### config.mk
export PLATFORM = sky130hd
export DESIGN_NAME = rob_alloc_flat
export DESIGN_NICKNAME = d
export VERILOG_FILES = /design/src/rtl/rename_pkg.sv /design/src/rtl/alloc_if.sv /design/src/rtl/rob_alloc.sv /design/src/flat_wrapper.sv
export SDC_FILE = /design/constraint.sdc
export NUM_CORES = 1
export LEC_CHECK = 0
export ABC_AREA = 1
export BUFFER_PORTS_ARGS = -buffer_cell sky130_fd_sc_hd__buf_2
export CAP_MARGIN = 20
export CORE_UTILIZATION = 53
export CTS_BUF_LIST = sky130_fd_sc_hd__clkbuf_8
export CTS_CLUSTER_DIAMETER = 100
export DETAILED_ROUTE_END_ITERATION = 7
export PLACE_DENSITY = 0.78
export SETUP_SLACK_MARGIN = 0.02
export SKIP_CTS_REPAIR_TIMING = 1
export SLEW_MARGIN = 20
export SYNTH_ARGS = -nofsm -noshare
export SYNTH_HDL_FRONTEND = slang
export SYNTH_SLANG_ARGS = --single-unit
### constraint.sdc
create_clock -name clk -period 2.2 [get_ports clk]
set_clock_uncertainty 0.05 [all_clocks]
set_input_delay 0.22 -clock clk [delete_from_list [all_inputs] [get_ports clk]]
set_output_delay 0.22 -clock clk [all_outputs]
set_load 0.1 [all_outputs]
### src/rtl/rename_pkg.sv
`default_nettype none

package rename_pkg;

    localparam int ARF_DEPTH = 32;
    localparam int ROB_DEPTH = 64;
    localparam int ROB_LIMIT = 60; // alloc still allowed at this occupancy

    localparam int ARF_ID_W  = $clog2(ARF_DEPTH);
    localparam int ROB_ID_W  = $clog2(ROB_DEPTH);
    localparam int ROB_CNT_W = ROB_ID_W + 1; // needs to reach ROB_DEPTH itself
    localparam int ENTRY_W   = ROB_ID_W + 1;
    localparam int CHECK_BIT = ENTRY_W - 1;  // msb of a rat entry
    localparam int WORD_W    = 32;

    // architectural register id
    typedef logic [ARF_ID_W-1:0] arf_id_t;

    // rob id and occupancy
    typedef logic [ROB_ID_W-1:0]  rob_id_t;
    typedef logic [ROB_CNT_W-1:0] rob_cnt_t;

    // check bit on top, rob id below
    typedef logic [ENTRY_W-1:0] rat_entry_t;

    typedef logic [WORD_W-1:0] word_t;
    typedef logic [WORD_W-1:0] pc_t;

endpackage

`default_nettype wire

### src/rtl/alloc_if.sv
`timescale 1ns/1ps
`default_nettype none

interface alloc_if import rename_pkg::*; ();

    logic [1:0] issue;     // per slot
    rob_id_t    ptr;       // next free rob id
    logic       available;

    modport stage (
        output issue,
        input  ptr, available
    );

    modport alloc (
        input  issue,
        output ptr, available
    );

endinterface

`default_nettype wire

### src/rtl/rob_alloc.sv
`timescale 1ns/1ps
`default_nettype none

module rob_alloc import rename_pkg::*; (
    input  logic       clk,
    input  logic       rst_n_i,
    input  logic       c_flush_i,
    input  logic [1:0] c_retire_i,
    alloc_if.alloc     a
);

    rob_cnt_t   cnt_q;
    rob_cnt_t   cnt_d;
    rob_id_t    ptr_q;
    logic       avail_q;
    logic [1:0] n_issue;
    logic [1:0] n_retire;

    assign n_issue  = {1'b0, a.issue[0]} + {1'b0, a.issue[1]};
    assign n_retire = {1'b0, c_retire_i[0]} + {1'b0, c_retire_i[1]};
    assign cnt_d    = cnt_q + rob_cnt_t'(n_issue) - rob_cnt_t'(n_retire);

    always_ff @(posedge clk or negedge rst_n_i) begin
        if (!rst_n_i) begin
            cnt_q   <= '0;
            ptr_q   <= '0;
            avail_q <= 1'b1;
        end else if (c_flush_i) begin
            cnt_q   <= '0;
            ptr_q   <= '0;
            avail_q <= 1'b1;
        end else begin
            cnt_q   <= cnt_d;
            ptr_q   <= ptr_q + rob_id_t'(n_issue); // wraps at 64
            avail_q <= (cnt_q <= rob_cnt_t'(ROB_LIMIT)); // one cycle late
        end
    end

    assign a.ptr       = ptr_q;
    assign a.available = avail_q;

    // limit plus one cycle of slack keeps us inside the rob
    a_occ_bound: assert property (@(posedge clk) disable iff (!rst_n_i)
        cnt_q <= rob_cnt_t'(ROB_DEPTH));

endmodule

`default_nettype wire

### src/flat_wrapper.sv
// flat-port wrapper written by rule: the top's interface ports become plain ports
module rob_alloc_flat import rename_pkg::*;
  (clk, rst_n_i, c_flush_i, c_retire_i, a_issue, a_ptr, a_available);
  alloc_if a_i ();
  input  logic clk;
  input  logic rst_n_i;
  input  logic c_flush_i;
  input  logic [1:0] c_retire_i;
  input wire logic [$bits(a_i.issue)-1:0] a_issue;
  output wire logic [$bits(a_i.ptr)-1:0] a_ptr;
  output wire logic [$bits(a_i.available)-1:0] a_available;
  assign a_i.issue = a_issue;
  assign a_ptr = a_i.ptr;
  assign a_available = a_i.available;
  rob_alloc u_core (.clk(clk), .rst_n_i(rst_n_i), .c_flush_i(c_flush_i), .c_retire_i(c_retire_i), .a(a_i));
endmodule
==> results of run 1 <==
-- layout make-up --
type | count | area share [%]
clock buffers | 4 | 4.42
inverters | 32 | 9.64
multi-input cells | 76 | 45.8
flip-flops and latches | 14 | 28.2
well taps | 25 | 2.51
repair buffers | 18 | 9.44
-- cell families (layout without fill, tap and decap cells) --
kind of cell	after synthesis	in the layout	synth area share, %
buf+inv	32	54	12.1
flops	14	14	35.5
simple gates	44	44	19.5
compound gates	14	14	7.08
fa+ha+maj	18	18	25.8
-- layer usage --
metal | vias up | global-route usage [%] | part of all wire [%]
li1 | 419 | - | -
met1 | 358 | 23.9 | 43
met3 | 4 | 3.60 | 1.8
met4 | 0 | 14.5 | 2.0
met2 | 15 | 38.0 | 53
met5 | - | 0 | 0
-- cells in the mapped netlist, drive strengths merged --
cell	instances
o21ai	5
nand4	2
nor2	15
inv	30
nand2	20
clkinv	2
and2	1
ha	14
fa	4
dfrtp	13
nand3	6
a21oi	9
dfstp	1
-- flip-flops by register name, indices dropped and copies added, names as in the netlist --
register	cells
u_core.cnt_q	7
u_core.a.ptr	6
u_core.a.available	1
-- worst reg2reg max path, delay by kind of cell (launching register included) --
kind,cells,cell delay [ns]
compound gates,2,0.24
flops,1,0.35
fa+ha+maj,3,1.03
buf+inv,3,0.26
-- metrics by stage --
step | utilization (%) | hold slack, ns | cell area (sq um)
6_report | 71.4 | 0.140 | 1250
5_1_grt | 71.4 | 0.142 | 1250
4_1_cts | 66.8 | -0.185 | 1170
3_5_place_dp | 63.7 | 0.0856 | 1110
3_3_place_gp | 63.7 | 0.0788 | 1110
2_1_floorplan | - | -0.126 | 1010
-- power by group through the flow --
| stage | Combinational (mW) | Clock (mW) | Sequential (mW) |
|---|---|---|---|
| 2_1_floorplan | 0.546 | 0 | 0.469 |
| 3_3_place_gp | 0.751 | 0 | 0.382 |
| 3_5_place_dp | 0.766 | 0 | 0.388 |
| 4_1_cts | 0.773 | 0.261 | 0.384 |
| 5_1_grt | 1.01 | 0.271 | 0.391 |
| 6_report | 0.869 | 0.255 | 0.381 |
-- how the worst min path moves through the flow --
stage	depth (start not counted)	end	startpoint	slack, ns
after global routing	2	u_core.cnt_q[1]$_DFF_PN0_	c_flush_i	0.14
after detailed placement	1	u_core.a.ptr[2]$_DFF_PN0_	rst_n_i	0.09
after global placement	1	u_core.a.ptr[3]$_DFF_PN0_	rst_n_i	0.08
final	2	u_core.cnt_q[1]$_DFF_PN0_	c_flush_i	0.14
after CTS	1	u_core.a.ptr[3]$_DFF_PN0_	rst_n_i	-0.18
after floorplan	0	u_core.a.ptr[0]$_DFF_PN0_	rst_n_i	-0.13
==> impl_metrics.env, run 1 <==
export IMPL_crit_reg2reg_launch="u_core.cnt_q[0]$_DFF_PN0_"
export IMPL_ys_top_cells_by_area="dfrtp_1 (33%), ha_1 (18%), inv_1 (11%), fa_1 (8.1%), nand2_1 (6.8%)"
export IMPL_grt_pass1_vias=735
export IMPL_place_congestion=0.713
export IMPL_ys_warn_count=0
export IMPL_maxCapViolations=0
export IMPL_start_util_pct=56.7
export IMPL_worstReg2RegEnd="u_core.cnt_q[2]$_DFF_PN0_"
export IMPL_power_frac_comb_pct=57.7
export IMPL_syn_area_per_cell_sq_um=8.11
export IMPL_regArea_sq_um=352
export IMPL_critical_path_depth=11
export IMPL_drtIter0Drc=6
export IMPL_seq_area_frac_synth_pct=35.5
export IMPL_failed_checks="setup timing"
export IMPL_antenna_found_initial=0
export IMPL_grt_use_total_pct=21.7
export IMPL_crit_path_top_delay_cell="fa_1"
export IMPL_switching_share_pct=45.9
export IMPL_fillerInstances=148
export IMPL_postRouteAntennaNets=0
export IMPL_layout_commonest_cell="inv_1"
export IMPL_layout_cells_non_filler=169
export IMPL_cts_tree="done"
export IMPL_num_rows=15
export IMPL_status="complete, but fails checks"
export IMPL_grt_ovfl_total=0
export IMPL_finalHoldViolCount=0
export IMPL_die_w_microns=45.2
export IMPL_yosysUniqueCellTypes=17
export IMPL_yosysTopAreaCellShare_pct=32.9
export IMPL_grt_max_degree=15
export IMPL_crit_path_end="u_core.cnt_q[2]$_DFF_PN0_"
export IMPL_root_buffer="clkbuf_8"
export IMPL_die_area_sq_mm=0.00204
export IMPL_grt_first_pass_wirelength_microns=2970
export IMPL_die_h_microns=45.2
export IMPL_yosys_area_top_type="dfrtp_1"
export IMPL_syn_area_sq_um=990
export IMPL_startpoint="a_issue[1]"
export IMPL_vias_per_cell=4.71
export IMPL_dp_cells=161
export IMPL_finalMaxSlewViolations=0
export IMPL_layout_common_cells="inv_1 (26), nor2_1 (15), nand2_1 (14)"
export IMPL_synthCells=122
export IMPL_syn_nets=147
export IMPL_total_power_mw=1.51
export IMPL_multi_input_area_sq_um=571
export IMPL_leakage_nw=0.689
export IMPL_routed_wl_microns=1790
export IMPL_fin_setup_tns_ns=-0.719
export IMPL_io_buffer_count=13
export IMPL_sequentialPowerShare_pct=25.3
export IMPL_drc=0
export IMPL_setup_slack_ns=-0.238
export IMPL_reg2reg_slack_ns=0.16
export IMPL_place_ws_ns=-0.561
export IMPL_worstPathArrival_ns=2.52
export IMPL_cpPeakStageDelay_ns=0.51
export IMPL_cts_clk_slew_worst_paths_ns=0.06
export IMPL_cts_buffer_depth=2
export IMPL_area_delta_synth_final_pct=25.9
export IMPL_post_drt_wl_per_cell_microns=10.6
export IMPL_drive_gt1_share_pct=27.8
export IMPL_slew_headroom_pct=67.9
export IMPL_ios=14
export IMPL_cts_sinks=14
export IMPL_switchingPower_mw=0.691
export IMPL_crit_path_max_fanout=2
export IMPL_fin_crit_sh_pct=111
export IMPL_fmax_mhz=410
export IMPL_numCtsBuffers=3
export IMPL_cts_max_level=1
export IMPL_clkLatencyLatePin_ns=0.25
export IMPL_setup_violations=5
export IMPL_p_int_mw=0.814
export IMPL_num_antenna_cells=0
export IMPL_fin_crit_ns=2.44
export IMPL_ff2ff_path_depth=8
export IMPL_crit_path_end_kind="flip-flop"
export IMPL_dp_hpwl_microns=1410
export IMPL_hp_class="input pin to flip-flop"
export IMPL_path_buf_inv=4
export IMPL_powerDensity_mw_per_mm2=1210
export IMPL_worstMarginPinSlew_ns=0.484
export IMPL_path_cells="buf_6 > ha_4 > fa_1 > inv_2 > fa_1 > inv_2 > ha_4 > fa_2 > buf_4 > o21ai_0 > a21oi_1"
export IMPL_ir_drop_mv=0.713
export IMPL_drt_pre_antenna_iters=4
export IMPL_fin_nets=170
export IMPL_power_frac_clock_pct=17.0
export IMPL_crit_family="adder cells"
export IMPL_via_count=796
export IMPL_cp_required_ns=2.28
export IMPL_startpoint_type="input pin"
export IMPL_rsz0062_at_grt="true"
export IMPL_path_class="input pin to flip-flop"
export IMPL_core_area_sq_mm=0.00175
export IMPL_ys_ff_latch=14
Note: power is estimated with default switching activity, not from simulation.
==> run 2: changes to the inputs <==
Settings changed: SKIP_LAST_GASP from default to 1.
==> run 2 against run 1 <==
  * Die area unchanged
  * Critical path depth stayed put
  * Routed wire length down 0.22%
  * The run still ends with setup timing left
  * Final cell count did not move
  * Count of clock-buffer cells in the layout unchanged
  * Sequential power about the same
  * Largest cell class unchanged
  * Non-clock buffer count stayed put
  * Critical path type unchanged
  * Sequential share of layout area increased by 0.057 points
  * Setup slack about the same
  * Critical endpoint unchanged
  * Largest power group unchanged
==> impl_metrics.env, run 2 (synthesized netlist as in run 1, its figures left out) <==
export IMPL_postRouteAntennaNets=0
export IMPL_rsz0062_at_grt="true"
export IMPL_min_delay_start="c_flush_i"
export IMPL_fin_crit_ns=2.44
export IMPL_switchingPower_mw=0.685
export IMPL_layout_commonest_cell="inv_1"
export IMPL_startpoint_type="input pin"
export IMPL_start_util_pct=56.7
export IMPL_leakage_nw=0.688
export IMPL_worstHoldPathCells=2
export IMPL_grt_pass1_vias=735
export IMPL_maxCapViolations=0
export IMPL_place_ws_ns=-0.561
export IMPL_crit_path_max_fanout=2
export IMPL_ff2ff_path_depth=8
export IMPL_slew_headroom_pct=67.9
export IMPL_io_buffer_count=13
export IMPL_cpPeakStageDelay_ns=0.51
export IMPL_reg2reg_slack_ns=0.15
export IMPL_setup_violations=5
export IMPL_grt_max_degree=15
export IMPL_path_class="input pin to flip-flop"
export IMPL_fin_nets=170
export IMPL_setup_slack_ns=-0.238
export IMPL_crit_path_end_kind="flip-flop"
export IMPL_clkLatencyLatePin_ns=0.25
export IMPL_cts_max_level=1
export IMPL_worstPathArrival_ns=2.52
export IMPL_ir_drop_mv=0.703
export IMPL_numCtsBuffers=3
export IMPL_core_area_sq_mm=0.00175
export IMPL_crit_path_top_delay_cell="fa_1"
export IMPL_fin_setup_tns_ns=-0.721
export IMPL_routed_wl_microns=1790
export IMPL_die_area_sq_mm=0.00204
export IMPL_die_h_microns=45.2
export IMPL_dp_cells=161
export IMPL_power_frac_comb_pct=57.4
export IMPL_fin_crit_sh_pct=111
export IMPL_cts_tree="done"
export IMPL_dp_hpwl_microns=1410
export IMPL_grt_first_pass_wirelength_microns=2970
export IMPL_grt_ovfl_total=0
export IMPL_failed_checks="setup timing"
export IMPL_final_area_sq_mm=0.00124
export IMPL_num_rows=15
export IMPL_cts_clk_slew_worst_paths_ns=0.06
export IMPL_min_to="u_core.cnt_q[1]$_DFF_PN0_"
export IMPL_hp_class="input pin to flip-flop"
export IMPL_finalMaxSlewViolations=0
export IMPL_placed_area_sq_mm=0.00111
export IMPL_cts_buffer_depth=2
export IMPL_worstReg2RegEnd="u_core.cnt_q[2]$_DFF_PN0_"
export IMPL_drive_gt1_share_pct=27.1
export IMPL_drtIter0Drc=6
export IMPL_post_drt_wl_per_cell_microns=10.6
export IMPL_total_power_mw=1.50
export IMPL_num_antenna_cells=0
export IMPL_root_buffer="clkbuf_8"
export IMPL_largest_register="u_core.cnt_q"
export IMPL_cp_required_ns=2.28
export IMPL_ios=14
export IMPL_via_count=794
export IMPL_largest_register_ffs=7
export IMPL_crit_reg2reg_launch="u_core.cnt_q[0]$_DFF_PN0_"
export IMPL_fmax_mhz=410
export IMPL_finalHoldViolCount=0
export IMPL_switching_share_pct=45.8
export IMPL_layout_common_cells="inv_1 (26), nand2_1 (15), nor2_1 (15)"
export IMPL_cts_sinks=14
export IMPL_status="complete, but fails checks"
export IMPL_powerDensity_mw_per_mm2=1200
export IMPL_drt_pre_antenna_iters=4
export IMPL_sequentialPowerShare_pct=25.5
export IMPL_layout_cells_non_filler=169
export IMPL_area_delta_synth_final_pct=25.7
export IMPL_drc=0
export IMPL_power_frac_clock_pct=17.1
export IMPL_p_int_mw=0.811
export IMPL_antenna_found_initial=0
export IMPL_path_cells="buf_6 > ha_4 > fa_1 > inv_2 > fa_1 > inv_2 > ha_4 > fa_2 > buf_4 > o21ai_0 > a21oi_1"
export IMPL_fillerInstances=148
export IMPL_worstMarginPinSlew_ns=0.484
export IMPL_die_w_microns=45.2
export IMPL_place_congestion=0.713
export IMPL_vias_per_cell=4.70
export IMPL_grt_use_total_pct=21.7
run 2: cell counts in the layout (fill, tap and decap cells not counted):
Identical to the previous run, type by type.
run 2: how the worst max path moves through the flow:
stage | from | endpoint | slack (ns) | cells after the start
floorplan | a_issue[0] | u_core.cnt_q[6]$_DFF_PN0_ | -0.33 | 13
global placement | a_issue[0] | u_core.cnt_q[6]$_DFF_PN0_ | -0.51 | 14
detailed placement | a_issue[0] | u_core.cnt_q[6]$_DFF_PN0_ | -0.56 | 14
CTS | a_issue[0] | u_core.cnt_q[6]$_DFF_PN0_ | -0.29 | 14
global route | a_issue[1] | u_core.cnt_q[6]$_DFF_PN0_ | -0.31 | 14
finish | a_issue[1] | u_core.cnt_q[2]$_DFF_PN0_ | -0.24 | 11
run 2: metrics by stage:
step	hold slack, ns	utilization, %
2_1_floorplan	-0.126	-
3_3_place_gp	0.0788	63.7
3_5_place_dp	0.0856	63.7
4_1_cts	-0.185	66.8
5_1_grt	0.142	71.3
6_report	0.140	71.3
run 2: final cells by class:
cell class / count / area (sq um) / share of cell area (%)
flip-flops and latches: 14 / 352 / 28.3
repair buffers: 18 / 118 / 9.46
multi-input cells: 76 / 568 / 45.7
well taps: 25 / 31.3 / 2.52
clock buffers: 4 / 55.1 / 4.43
inverters: 32 / 120 / 9.66
run 2: power by group through the flow:
stage                     logic, mW  clock network [mW]  registers, mW
final                         0.859               0.255          0.381
after global routing           1.00               0.271          0.391
after CTS                     0.773               0.261          0.384
after detailed placement      0.766                   0          0.388
after global placement        0.751                   0          0.382
after floorplan               0.546                   0          0.469
run 2: critical path, delay by kind of cell:
family	cells	cell delay, ns
buffers and inverters	4	0.34
adders and majority gates	5	1.72
AOI/OAI and AO/OA	2	0.24
run 2: metal layers:
| metal | up-vias | GRT usage [%] | share of wire, % |
|---|---|---|---|
| met5 | - | 0 | 0 |
| met4 | 0 | 14.5 | 1.8 |
| met3 | 4 | 3.60 | 1.8 |
| met2 | 15 | 38.0 | 53 |
| met1 | 358 | 23.9 | 43 |
| li1 | 417 | - | - |
