[src/rtl/rename_pkg.sv]
`default_nettype none

package rename_pkg;

    localparam int ARF_DEPTH = 32;
    localparam int ROB_DEPTH = 64;
    localparam int ROB_LIMIT = 60; // alloc still allowed at this occupancy

    localparam int ARF_ID_W  = $clog2(ARF_DEPTH);
    localparam int ROB_ID_W  = $clog2(ROB_DEPTH);
    localparam int ROB_CNT_W = ROB_ID_W + 1; // needs to reach ROB_DEPTH itself
    localparam int ENTRY_W   = ROB_ID_W + 1;
    localparam int CHECK_BIT = ENTRY_W - 1;  // msb of a rat entry
    localparam int WORD_W    = 32;

    // architectural register id
    typedef logic [ARF_ID_W-1:0] arf_id_t;

    // rob id and occupancy
    typedef logic [ROB_ID_W-1:0]  rob_id_t;
    typedef logic [ROB_CNT_W-1:0] rob_cnt_t;

    // check bit on top, rob id below
    typedef logic [ENTRY_W-1:0] rat_entry_t;

    typedef logic [WORD_W-1:0] word_t;
    typedef logic [WORD_W-1:0] pc_t;

endpackage

`default_nettype wire

[src/rtl/rename_if.sv]
`timescale 1ns/1ps
`default_nettype none

// rename stage <-> speculative rat
interface rename_if import rename_pkg::*; ();

    arf_id_t    [3:0] rarid;     // source ids, two per slot
    arf_id_t    [1:0] warid;     // destination ids
    logic       [1:0] we;
    rat_entry_t [1:0] new_entry;
    rat_entry_t [3:0] rdata;     // comb from rarid

    modport stage (
        output rarid, warid, we, new_entry,
        input  rdata
    );

    modport tbl (
        input  rarid, warid, we, new_entry,
        output rdata
    );

endinterface

`default_nettype wire

[src/rtl/alloc_if.sv]
`timescale 1ns/1ps
`default_nettype none

interface alloc_if import rename_pkg::*; ();

    logic [1:0] issue;     // per slot
    rob_id_t    ptr;       // next free rob id
    logic       available;

    modport stage (
        output issue,
        input  ptr, available
    );

    modport alloc (
        input  issue,
        output ptr, available
    );

endinterface

`default_nettype wire

[src/rtl/rename_stage.sv]
`timescale 1ns/1ps
`default_nettype none

module rename_stage import rename_pkg::*; (
    input  logic                clk,
    input  logic                rst_n_i,
    input  logic                c_flush_i,
    input  logic                d_valid_i,
    output logic                d_ready_o,
    input  logic       [1:0]    d_r_valid_i,
    input  arf_id_t    [3:0]    d_rarid_i,
    input  arf_id_t    [1:0]    d_warid_i,
    input  logic       [1:0]    d_w_reg_i,
    input  logic       [3:0]    d_reg_need_i,
    input  pc_t        [1:0]    d_pc_i,
    input  word_t      [1:0]    d_imm_i,
    input  logic                p_ready_i,
    rename_if.stage             r,
    alloc_if.stage              a,
    input  rat_entry_t [5:0]    cr_rdata_i,  // [1:0] dests, [5:2] sources
    input  word_t      [3:0]    arf_rdata_i,
    input  logic       [1:0]    c_retire_i,
    input  logic       [1:0]    c_w_valid_i,
    input  arf_id_t    [1:0]    c_arf_id_i,
    input  rob_id_t    [1:0]    c_rob_id_i,
    input  logic       [1:0]    c_w_check_i,
    output logic       [1:0]    c_we_o,
    output arf_id_t    [1:0]    c_waddr_o,
    output rat_entry_t [1:0]    c_entry_o,
    output logic       [1:0]    p_r_valid_o,
    output logic       [1:0]    p_w_reg_o,
    output arf_id_t    [1:0]    p_areg_o,
    output rob_id_t    [1:0]    p_preg_o,
    output rob_id_t    [3:0]    p_src_preg_o,
    output logic       [1:0]    p_check_o,
    output word_t      [3:0]    p_arf_data_o,
    output logic       [3:0]    p_data_valid_o,
    output pc_t        [1:0]    p_pc_o,
    output word_t      [1:0]    p_imm_o
);

    logic       [1:0] issue;
    rob_id_t    [1:0] preg;
    rat_entry_t [1:0] new_entry;
    logic       [1:0] spec_we;
    logic       [3:0] bypass;
    rat_entry_t [3:0] src_entry;
    logic       [3:0] ready;

    assign d_ready_o = a.available & ~c_flush_i & p_ready_i;
    assign issue     = d_r_valid_i & {2{d_valid_i & d_ready_o}};
    assign a.issue   = issue;

    // slot 1 only takes ptr+1 when slot 0 also goes
    assign preg[0] = a.ptr;
    assign preg[1] = issue[0] ? a.ptr + 1'b1 : a.ptr;

    for (genvar i = 0; i < 2; i++) begin : g_dst
        assign new_entry[i] = {~cr_rdata_i[i][CHECK_BIT], preg[i]}; // flip committed check
        assign spec_we[i]   = issue[i] & d_w_reg_i[i] & (d_warid_i[i] != '0);
    end

    assign r.rarid     = d_rarid_i;
    assign r.warid     = d_warid_i;
    assign r.we        = spec_we;
    assign r.new_entry = new_entry;

    for (genvar i = 0; i < 4; i++) begin : g_src
        if (i >= 2) begin : g_slot1
            assign bypass[i] = spec_we[0] & (d_rarid_i[i] == d_warid_i[0]);
        end else begin : g_slot0
            assign bypass[i] = 1'b0;
        end
        assign src_entry[i] = bypass[i] ? new_entry[0] : r.rdata[i];
        // matching spec and commit entries mean the arf holds the value
        assign ready[i] = ~bypass[i]
                        & (~d_reg_need_i[i] | (src_entry[i] == cr_rdata_i[i+2]));
    end

    for (genvar i = 0; i < 2; i++) begin : g_ret
        assign c_we_o[i]    = c_retire_i[i] & c_w_valid_i[i] & (c_arf_id_i[i] != '0);
        assign c_waddr_o[i] = c_arf_id_i[i];
        assign c_entry_o[i] = {c_w_check_i[i], c_rob_id_i[i]};
    end

    always_ff @(posedge clk or negedge rst_n_i) begin
        if (!rst_n_i) begin
            p_r_valid_o    <= '0;
            p_w_reg_o      <= '0;
            p_areg_o       <= '0;
            p_preg_o       <= '0;
            p_src_preg_o   <= '0;
            p_check_o      <= '0;
            p_arf_data_o   <= '0;
            p_data_valid_o <= '0;
            p_pc_o         <= '0;
            p_imm_o        <= '0;
        end else if (c_flush_i) begin
            p_r_valid_o    <= '0;
            p_w_reg_o      <= '0;
            p_areg_o       <= '0;
            p_preg_o       <= '0;
            p_src_preg_o   <= '0;
            p_check_o      <= '0;
            p_arf_data_o   <= '0;
            p_data_valid_o <= '0;
            p_pc_o         <= '0;
            p_imm_o        <= '0;
        end else if (p_ready_i) begin
            p_r_valid_o    <= issue; // holes when decode stalls
            p_w_reg_o      <= d_w_reg_i;
            p_areg_o       <= d_warid_i;
            p_preg_o       <= preg;
            for (int k = 0; k < 4; k++) begin
                p_src_preg_o[k] <= src_entry[k][ROB_ID_W-1:0];
            end
            p_check_o      <= {new_entry[1][CHECK_BIT], new_entry[0][CHECK_BIT]};
            p_arf_data_o   <= arf_rdata_i;
            p_data_valid_o <= ready;
            p_pc_o         <= d_pc_i;
            p_imm_o        <= d_imm_i;
        end
    end

    a_no_issue_on_flush: assert property (@(posedge clk) disable iff (!rst_n_i)
        c_flush_i |-> (a.issue == 2'b00));

endmodule

`default_nettype wire

[src/flat_wrapper.sv]
// flat-port wrapper written by rule: the top's interface ports become plain ports
module rename_stage_flat import rename_pkg::*;
  (clk, rst_n_i, c_flush_i, d_valid_i, d_ready_o, d_r_valid_i, d_rarid_i, d_warid_i, d_w_reg_i, d_reg_need_i, d_pc_i, d_imm_i, p_ready_i, cr_rdata_i, arf_rdata_i, c_retire_i, c_w_valid_i, c_arf_id_i, c_rob_id_i, c_w_check_i, c_we_o, c_waddr_o, c_entry_o, p_r_valid_o, p_w_reg_o, p_areg_o, p_preg_o, p_src_preg_o, p_check_o, p_arf_data_o, p_data_valid_o, p_pc_o, p_imm_o, r_rarid, r_warid, r_we, r_new_entry, r_rdata, a_issue, a_ptr, a_available);
  rename_if r_i ();
  alloc_if a_i ();
  input  logic clk;
  input  logic rst_n_i;
  input  logic c_flush_i;
  input  logic d_valid_i;
  output logic d_ready_o;
  input  logic       [1:0] d_r_valid_i;
  input  arf_id_t    [3:0] d_rarid_i;
  input  arf_id_t    [1:0] d_warid_i;
  input  logic       [1:0] d_w_reg_i;
  input  logic       [3:0] d_reg_need_i;
  input  pc_t        [1:0] d_pc_i;
  input  word_t      [1:0] d_imm_i;
  input  logic p_ready_i;
  input  rat_entry_t [5:0] cr_rdata_i;
  input  word_t      [3:0] arf_rdata_i;
  input  logic       [1:0] c_retire_i;
  input  logic       [1:0] c_w_valid_i;
  input  arf_id_t    [1:0] c_arf_id_i;
  input  rob_id_t    [1:0] c_rob_id_i;
  input  logic       [1:0] c_w_check_i;
  output logic       [1:0] c_we_o;
  output arf_id_t    [1:0] c_waddr_o;
  output rat_entry_t [1:0] c_entry_o;
  output logic       [1:0] p_r_valid_o;
  output logic       [1:0] p_w_reg_o;
  output arf_id_t    [1:0] p_areg_o;
  output rob_id_t    [1:0] p_preg_o;
  output rob_id_t    [3:0] p_src_preg_o;
  output logic       [1:0] p_check_o;
  output word_t      [3:0] p_arf_data_o;
  output logic       [3:0] p_data_valid_o;
  output pc_t        [1:0] p_pc_o;
  output word_t      [1:0] p_imm_o;
  output wire logic [$bits(r_i.rarid)-1:0] r_rarid;
  output wire logic [$bits(r_i.warid)-1:0] r_warid;
  output wire logic [$bits(r_i.we)-1:0] r_we;
  output wire logic [$bits(r_i.new_entry)-1:0] r_new_entry;
  input wire logic [$bits(r_i.rdata)-1:0] r_rdata;
  output wire logic [$bits(a_i.issue)-1:0] a_issue;
  input wire logic [$bits(a_i.ptr)-1:0] a_ptr;
  input wire logic [$bits(a_i.available)-1:0] a_available;
  assign r_rarid = r_i.rarid;
  assign r_warid = r_i.warid;
  assign r_we = r_i.we;
  assign r_new_entry = r_i.new_entry;
  assign r_i.rdata = r_rdata;
  assign a_issue = a_i.issue;
  assign a_i.ptr = a_ptr;
  assign a_i.available = a_available;
  rename_stage u_core (.clk(clk), .rst_n_i(rst_n_i), .c_flush_i(c_flush_i), .d_valid_i(d_valid_i), .d_ready_o(d_ready_o), .d_r_valid_i(d_r_valid_i), .d_rarid_i(d_rarid_i), .d_warid_i(d_warid_i), .d_w_reg_i(d_w_reg_i), .d_reg_need_i(d_reg_need_i), .d_pc_i(d_pc_i), .d_imm_i(d_imm_i), .p_ready_i(p_ready_i), .r(r_i), .a(a_i), .cr_rdata_i(cr_rdata_i), .arf_rdata_i(arf_rdata_i), .c_retire_i(c_retire_i), .c_w_valid_i(c_w_valid_i), .c_arf_id_i(c_arf_id_i), .c_rob_id_i(c_rob_id_i), .c_w_check_i(c_w_check_i), .c_we_o(c_we_o), .c_waddr_o(c_waddr_o), .c_entry_o(c_entry_o), .p_r_valid_o(p_r_valid_o), .p_w_reg_o(p_w_reg_o), .p_areg_o(p_areg_o), .p_preg_o(p_preg_o), .p_src_preg_o(p_src_preg_o), .p_check_o(p_check_o), .p_arf_data_o(p_arf_data_o), .p_data_valid_o(p_data_valid_o), .p_pc_o(p_pc_o), .p_imm_o(p_imm_o));
endmodule
[config.mk]
export PLATFORM = sky130hd
export DESIGN_NAME = rename_stage_flat
export DESIGN_NICKNAME = d
export VERILOG_FILES = /design/src/rtl/rename_pkg.sv /design/src/rtl/rename_if.sv /design/src/rtl/alloc_if.sv /design/src/rtl/rename_stage.sv /design/src/flat_wrapper.sv
export SDC_FILE = /design/constraint.sdc
export NUM_CORES = 1
export LEC_CHECK = 0
export BUFFER_PORTS_ARGS = -buffer_cell sky130_fd_sc_hd__clkbuf_2
export CORE_AREA = 8 8 304 306
export CTS_BUF_LIST = sky130_fd_sc_hd__clkbuf_8
export CTS_CLUSTER_DIAMETER = 50
export DETAILED_ROUTE_END_ITERATION = 6
export DIE_AREA = 0 0 312 314
export PLACE_DENSITY = 0.46
export SETUP_SLACK_MARGIN = 0.5
export SYNTH_ARGS = -nofsm -noshare
export SYNTH_HDL_FRONTEND = slang
export SYNTH_SLANG_ARGS = --single-unit
[constraint.sdc]
create_clock -name clk -period 1.02 [get_ports clk]
set_clock_uncertainty 0.05 [all_clocks]
set_input_delay 0.051 -clock clk [delete_from_list [all_inputs] [get_ports clk]]
set_output_delay 0.051 -clock clk [all_outputs]
set_load 0.02 [all_outputs]
==> results.md <==
* Result of the run: finished with violations
* Failing checks: negative hold slack, negative setup slack
* Switching pwr at 10.4 mW
* Post-layout net count at 2803
* H-tree level count at 3
* Relative slew slack at 47.3%
* Syn avg cell area at 11.5 µm²
* Post-layout min period at 1.34 ns
* Vias after detailed routing at 13491
* Combinational fraction of design power at 22.7%
* Detailed-router iteration count before antenna repair at 6
* Crit share post-route at 131%
* TritonCTS clock tree: done
* Avg Vias per Cell at 3.74
* Post-route cell area at 0.0275 mm²
* Starting Density at 15.7%
* Latest clock arrival within the worst-skew pair at 0.62 ns
* Average wire per cell in the routed design at 16.7 µm
* Placement Rows at 109
* Clk pin slew, worst setup/hold paths at 0.05 ns
* Maximum number of pins on one net before global-route repair at 112
* Synthesized net count at 1602
* Fraction of layout cells with a size suffix above 1 at 46.0%
* Vias in the first global route at 14914
* Transition at the pin with the smallest max-transition slack at 0.788 ns
* Number of max-slew violations in the final report at 0
* Area overhead of the layout relative to synthesis at 99.8%
* Y dimension of the die at 314 µm
* Part of the power in registers at 38.2%
* Sequential-to-total area share from yosys stat at 56.8%
* Max capacitance violation total at 0
* Classification of the worst setup path: reg -> out
* Final total power at 35.8 mW
* Buffer levels on the longest clock path at 3
* Total negative setup slack at -76.39 ns
* Sort of element at the end of the critical path: output pin
* Final-report setup violation count at 330
* Final wirelength at 60.4 mm
* Crit-path cells: clkbuf_8
* Internal Power at 25.5 mW
* Placer Congestion at 0.778
* Number of placed I/O pins at 791
* Required arrival time at the worst endpoint at 0.92 ns
* Post-placement cell area at 0.0193 mm²
* Wire length of the first global-routing pass at 88.2 mm
* Max Fclk at 748 MHz
* FF+latch count, synth at 312
* Total global routing track utilization at 11.4%
* Critical Path Slowest Stage Cell: dfrtp_1
* Worst vdd rail ir drop at 0.000844 V
* Fraction of power spent switching nets at 28.9%
* Worst hold path type: in -> reg
* Number of distinct standard cells referenced by the synthesized netlist at 33
* Unrepaired setup endpoints after global routing: yes
* Number of DRC markers in iteration 0 at 502
* Number of warnings reported in the yosys synthesis log at 0
* Final critical-path setup slack at -0.317 ns
* Clk Tree Root Cell: clkbuf_8
* Placeable core region at 0.0876 mm²
* Count of nets left with antenna violations after detail routing at 0
* Max incr delay on CP at 0.43 ns
* Count of endpoints failing hold in the final timing report at 42
* Cells after Synth at 1197
* Die width at 312 µm
* Top cell family by delay on the critical path: flip-flops
* Max FO, Critical Path at 2
* Num Clock Sinks at 312
* Worst hold slack after final layout at -0.261 ns
* Post-Synthesis Cell Area at 0.0137 mm²
* Buffer and inverter count on the worst path at 1
* PwrDens at 1310 mW/mm²
* Die area at 0.0980 mm²
* Number of standard cells in the final layout excluding fillers at 3611
* CP arrival at 1.24 ns
* CP Launch Type: register
* Post-place setup slack at -0.592 ns
* Leak at 14.1 nW
* Fraction of power consumed by the clock network at 39.1%
* CTS buffer count at 67
* Congestion Overflow GR at 0
* PortBufs at 730
* Number of instances in the placed design at 3081
* Total half-perimeter wirelength after legalization and detailed placement at 43.2 mm
* DRC violation count after routing at 0
* Antenna violations before repair at 2
==> worst paths after layout <==
path	from	slack (ns)	cells past startpoint	endpoint
worst max-delay path	u_core.p_pc_o[20]$_DFFE_PN0P_	-0.32	1	p_pc_o[20]
worst min-delay path	cr_rdata_i[14]	-0.26	4	u_core.p_data_valid_o[0]$_DFFE_PN0P_
worst max register to register	u_core.p_imm_o[0]$_DFFE_PN0P_	-0.03	4	u_core.p_imm_o[0]$_DFFE_PN0P_
worst min register to register	u_core.p_arf_data_o[18]$_DFFE_PN0P_	0.48	2	u_core.p_arf_data_o[18]$_DFFE_PN0P_
max in group asynchronous	rst_n_i	-0.01	4	u_core.p_src_preg_o[13]$_DFFE_PN0P_
min in group asynchronous	rst_n_i	0	2	u_core.p_imm_o[63]$_DFFE_PN0P_
==> synthesized netlist by cell type, drive strengths merged <==
cell type | number | area, µm²
ha | 1 | 12.5
inv | 5 | 18.8
and2 | 1 | 6.26
nor2 | 327 | 1230
nor3 | 14 | 70.1
nand2 | 5 | 18.8
o21a | 2 | 15.0
and4 | 1 | 8.76
xor2 | 32 | 280
dfrtp | 312 | 7810
or3 | 2 | 12.5
nand3 | 6 | 30.0
nor4 | 11 | 81.3
a211oi | 2 | 15.0
a311oi | 2 | 17.5
nor3b | 6 | 45.0
xnor2 | 11 | 96.3
a21oi | 2 | 10.0
nand4 | 6 | 43.8
buf | 98 | 681
mux2i | 294 | 2940
a21o | 2 | 15.0
clkbuf | 36 | 135
nand2b | 14 | 87.6
and3 | 1 | 6.26
nand3b | 1 | 20.0
mux2 | 1 | 11.3
o311a | 2 | 20.0
==> power groups by stage <==
stage	registers, mW	logic (mW)	clock network [mW]
3_3_place_gp	13.7	5.67	0
3_5_place_dp	13.7	5.67	0
2_1_floorplan	14.5	2.20	0
5_1_grt	13.8	8.67	15.2
4_1_cts	13.6	7.32	14.6
6_report	13.7	8.13	14.0
==> worst register-to-register path, delay by kind of cell, from the launching register on <==
kind,cells,cell delay [ns]
DFF,1,0.40
buffers and inverters,2,0.26
muxes,1,0.15
and+or+nand+nor,1,0.07
==> cell usage in the layout, fill, tap and decap left out, drive strengths merged <==
cell / count
clkinvlp: 5
buf: 506
ha: 1
a211oi: 2
or3: 2
a21oi: 2
inv: 34
nand3b: 1
mux2i: 294
nand4: 7
and2: 1
nand3: 6
a21o: 2
nor3: 14
and4: 1
nor3b: 6
nor2: 327
bufinv: 5
a311oi: 2
dfrtp: 312
diode: 2
nor4: 11
clkbuf: 549
clkinv: 1
nand2b: 14
o311a: 2
dlygate4sd3: 285
nand2: 5
o21a: 2
xnor2: 11
xor2: 32
mux2: 1
and3: 1
==> through the flow <==
stage          utilization, %  hold WS, ns
3_3_place_gp             22.0       -0.167
6_report                 31.4       -0.261
2_1_floorplan               -       -0.295
5_1_grt                  31.4       -0.317
4_1_cts                  29.0       -0.353
3_5_place_dp             22.0       -0.167
==> sequential cells by signal, summed over array words and instances, names as in the netlist <==
register,flops
u_core.p_areg_o,10
u_core.p_arf_data_o,128
u_core.p_check_o,2
u_core.p_data_valid_o,4
u_core.p_imm_o,64
u_core.p_pc_o,64
u_core.p_preg_o,12
u_core.p_r_valid_o,2
u_core.p_src_preg_o,24
u_core.p_w_reg_o,2
==> logic make-up (layout without fill, tap and decap cells) <==
group                      count (synthesis)  after routing  synth area share, %
AOI/OAI and AO/OA                         12             12                0.674
xor gates and xnor gates                  43             43                 2.74
adders and majority gates                  1              1               0.0910
buffers and inverters                    139           1385                 6.07
DFF                                      312            312                 56.8
muxes                                    295            295                 21.5
other                                      0              2                    0
and+or+nand+nor                          395            396                 12.1
==> layer usage <==
layer	GRT usage (%)	part of all wire (%)	routed length (µm)	vias up
met4	5.75	4.4	2640	0
met2	20.5	52	31700	510
li1	-	-	-	6345
met1	11.9	36	22000	6504
met3	3.50	6.8	4110	132
met5	0	0	0	-
==> timing repair <==
| item | CTS | global route |
|---|---|---|
| endpoints found under the setup margin | 648 | 962 |
| hold endpoints to repair | 624 | 366 |
| hold buffers | 286 | 4 |
| gates cloned | 1 | 0 |
| pin swaps | 20 | 39 |
| resized for setup | 362 | 647 |
| setup buffers | 40 | 87 |
==> final cells by class <==
class                   count  area (µm²)
flip-flops and latches    312        7810
diodes                      2        5.00
multi-input cells         747        5400
repair buffers           1265       11400
inverters                   5        21.3
clock buffers              75        1030
clock inverters            40         314
fillers                  8855       60100
well taps                1165        1460
Note: power is estimated with default switching activity, not from simulation.
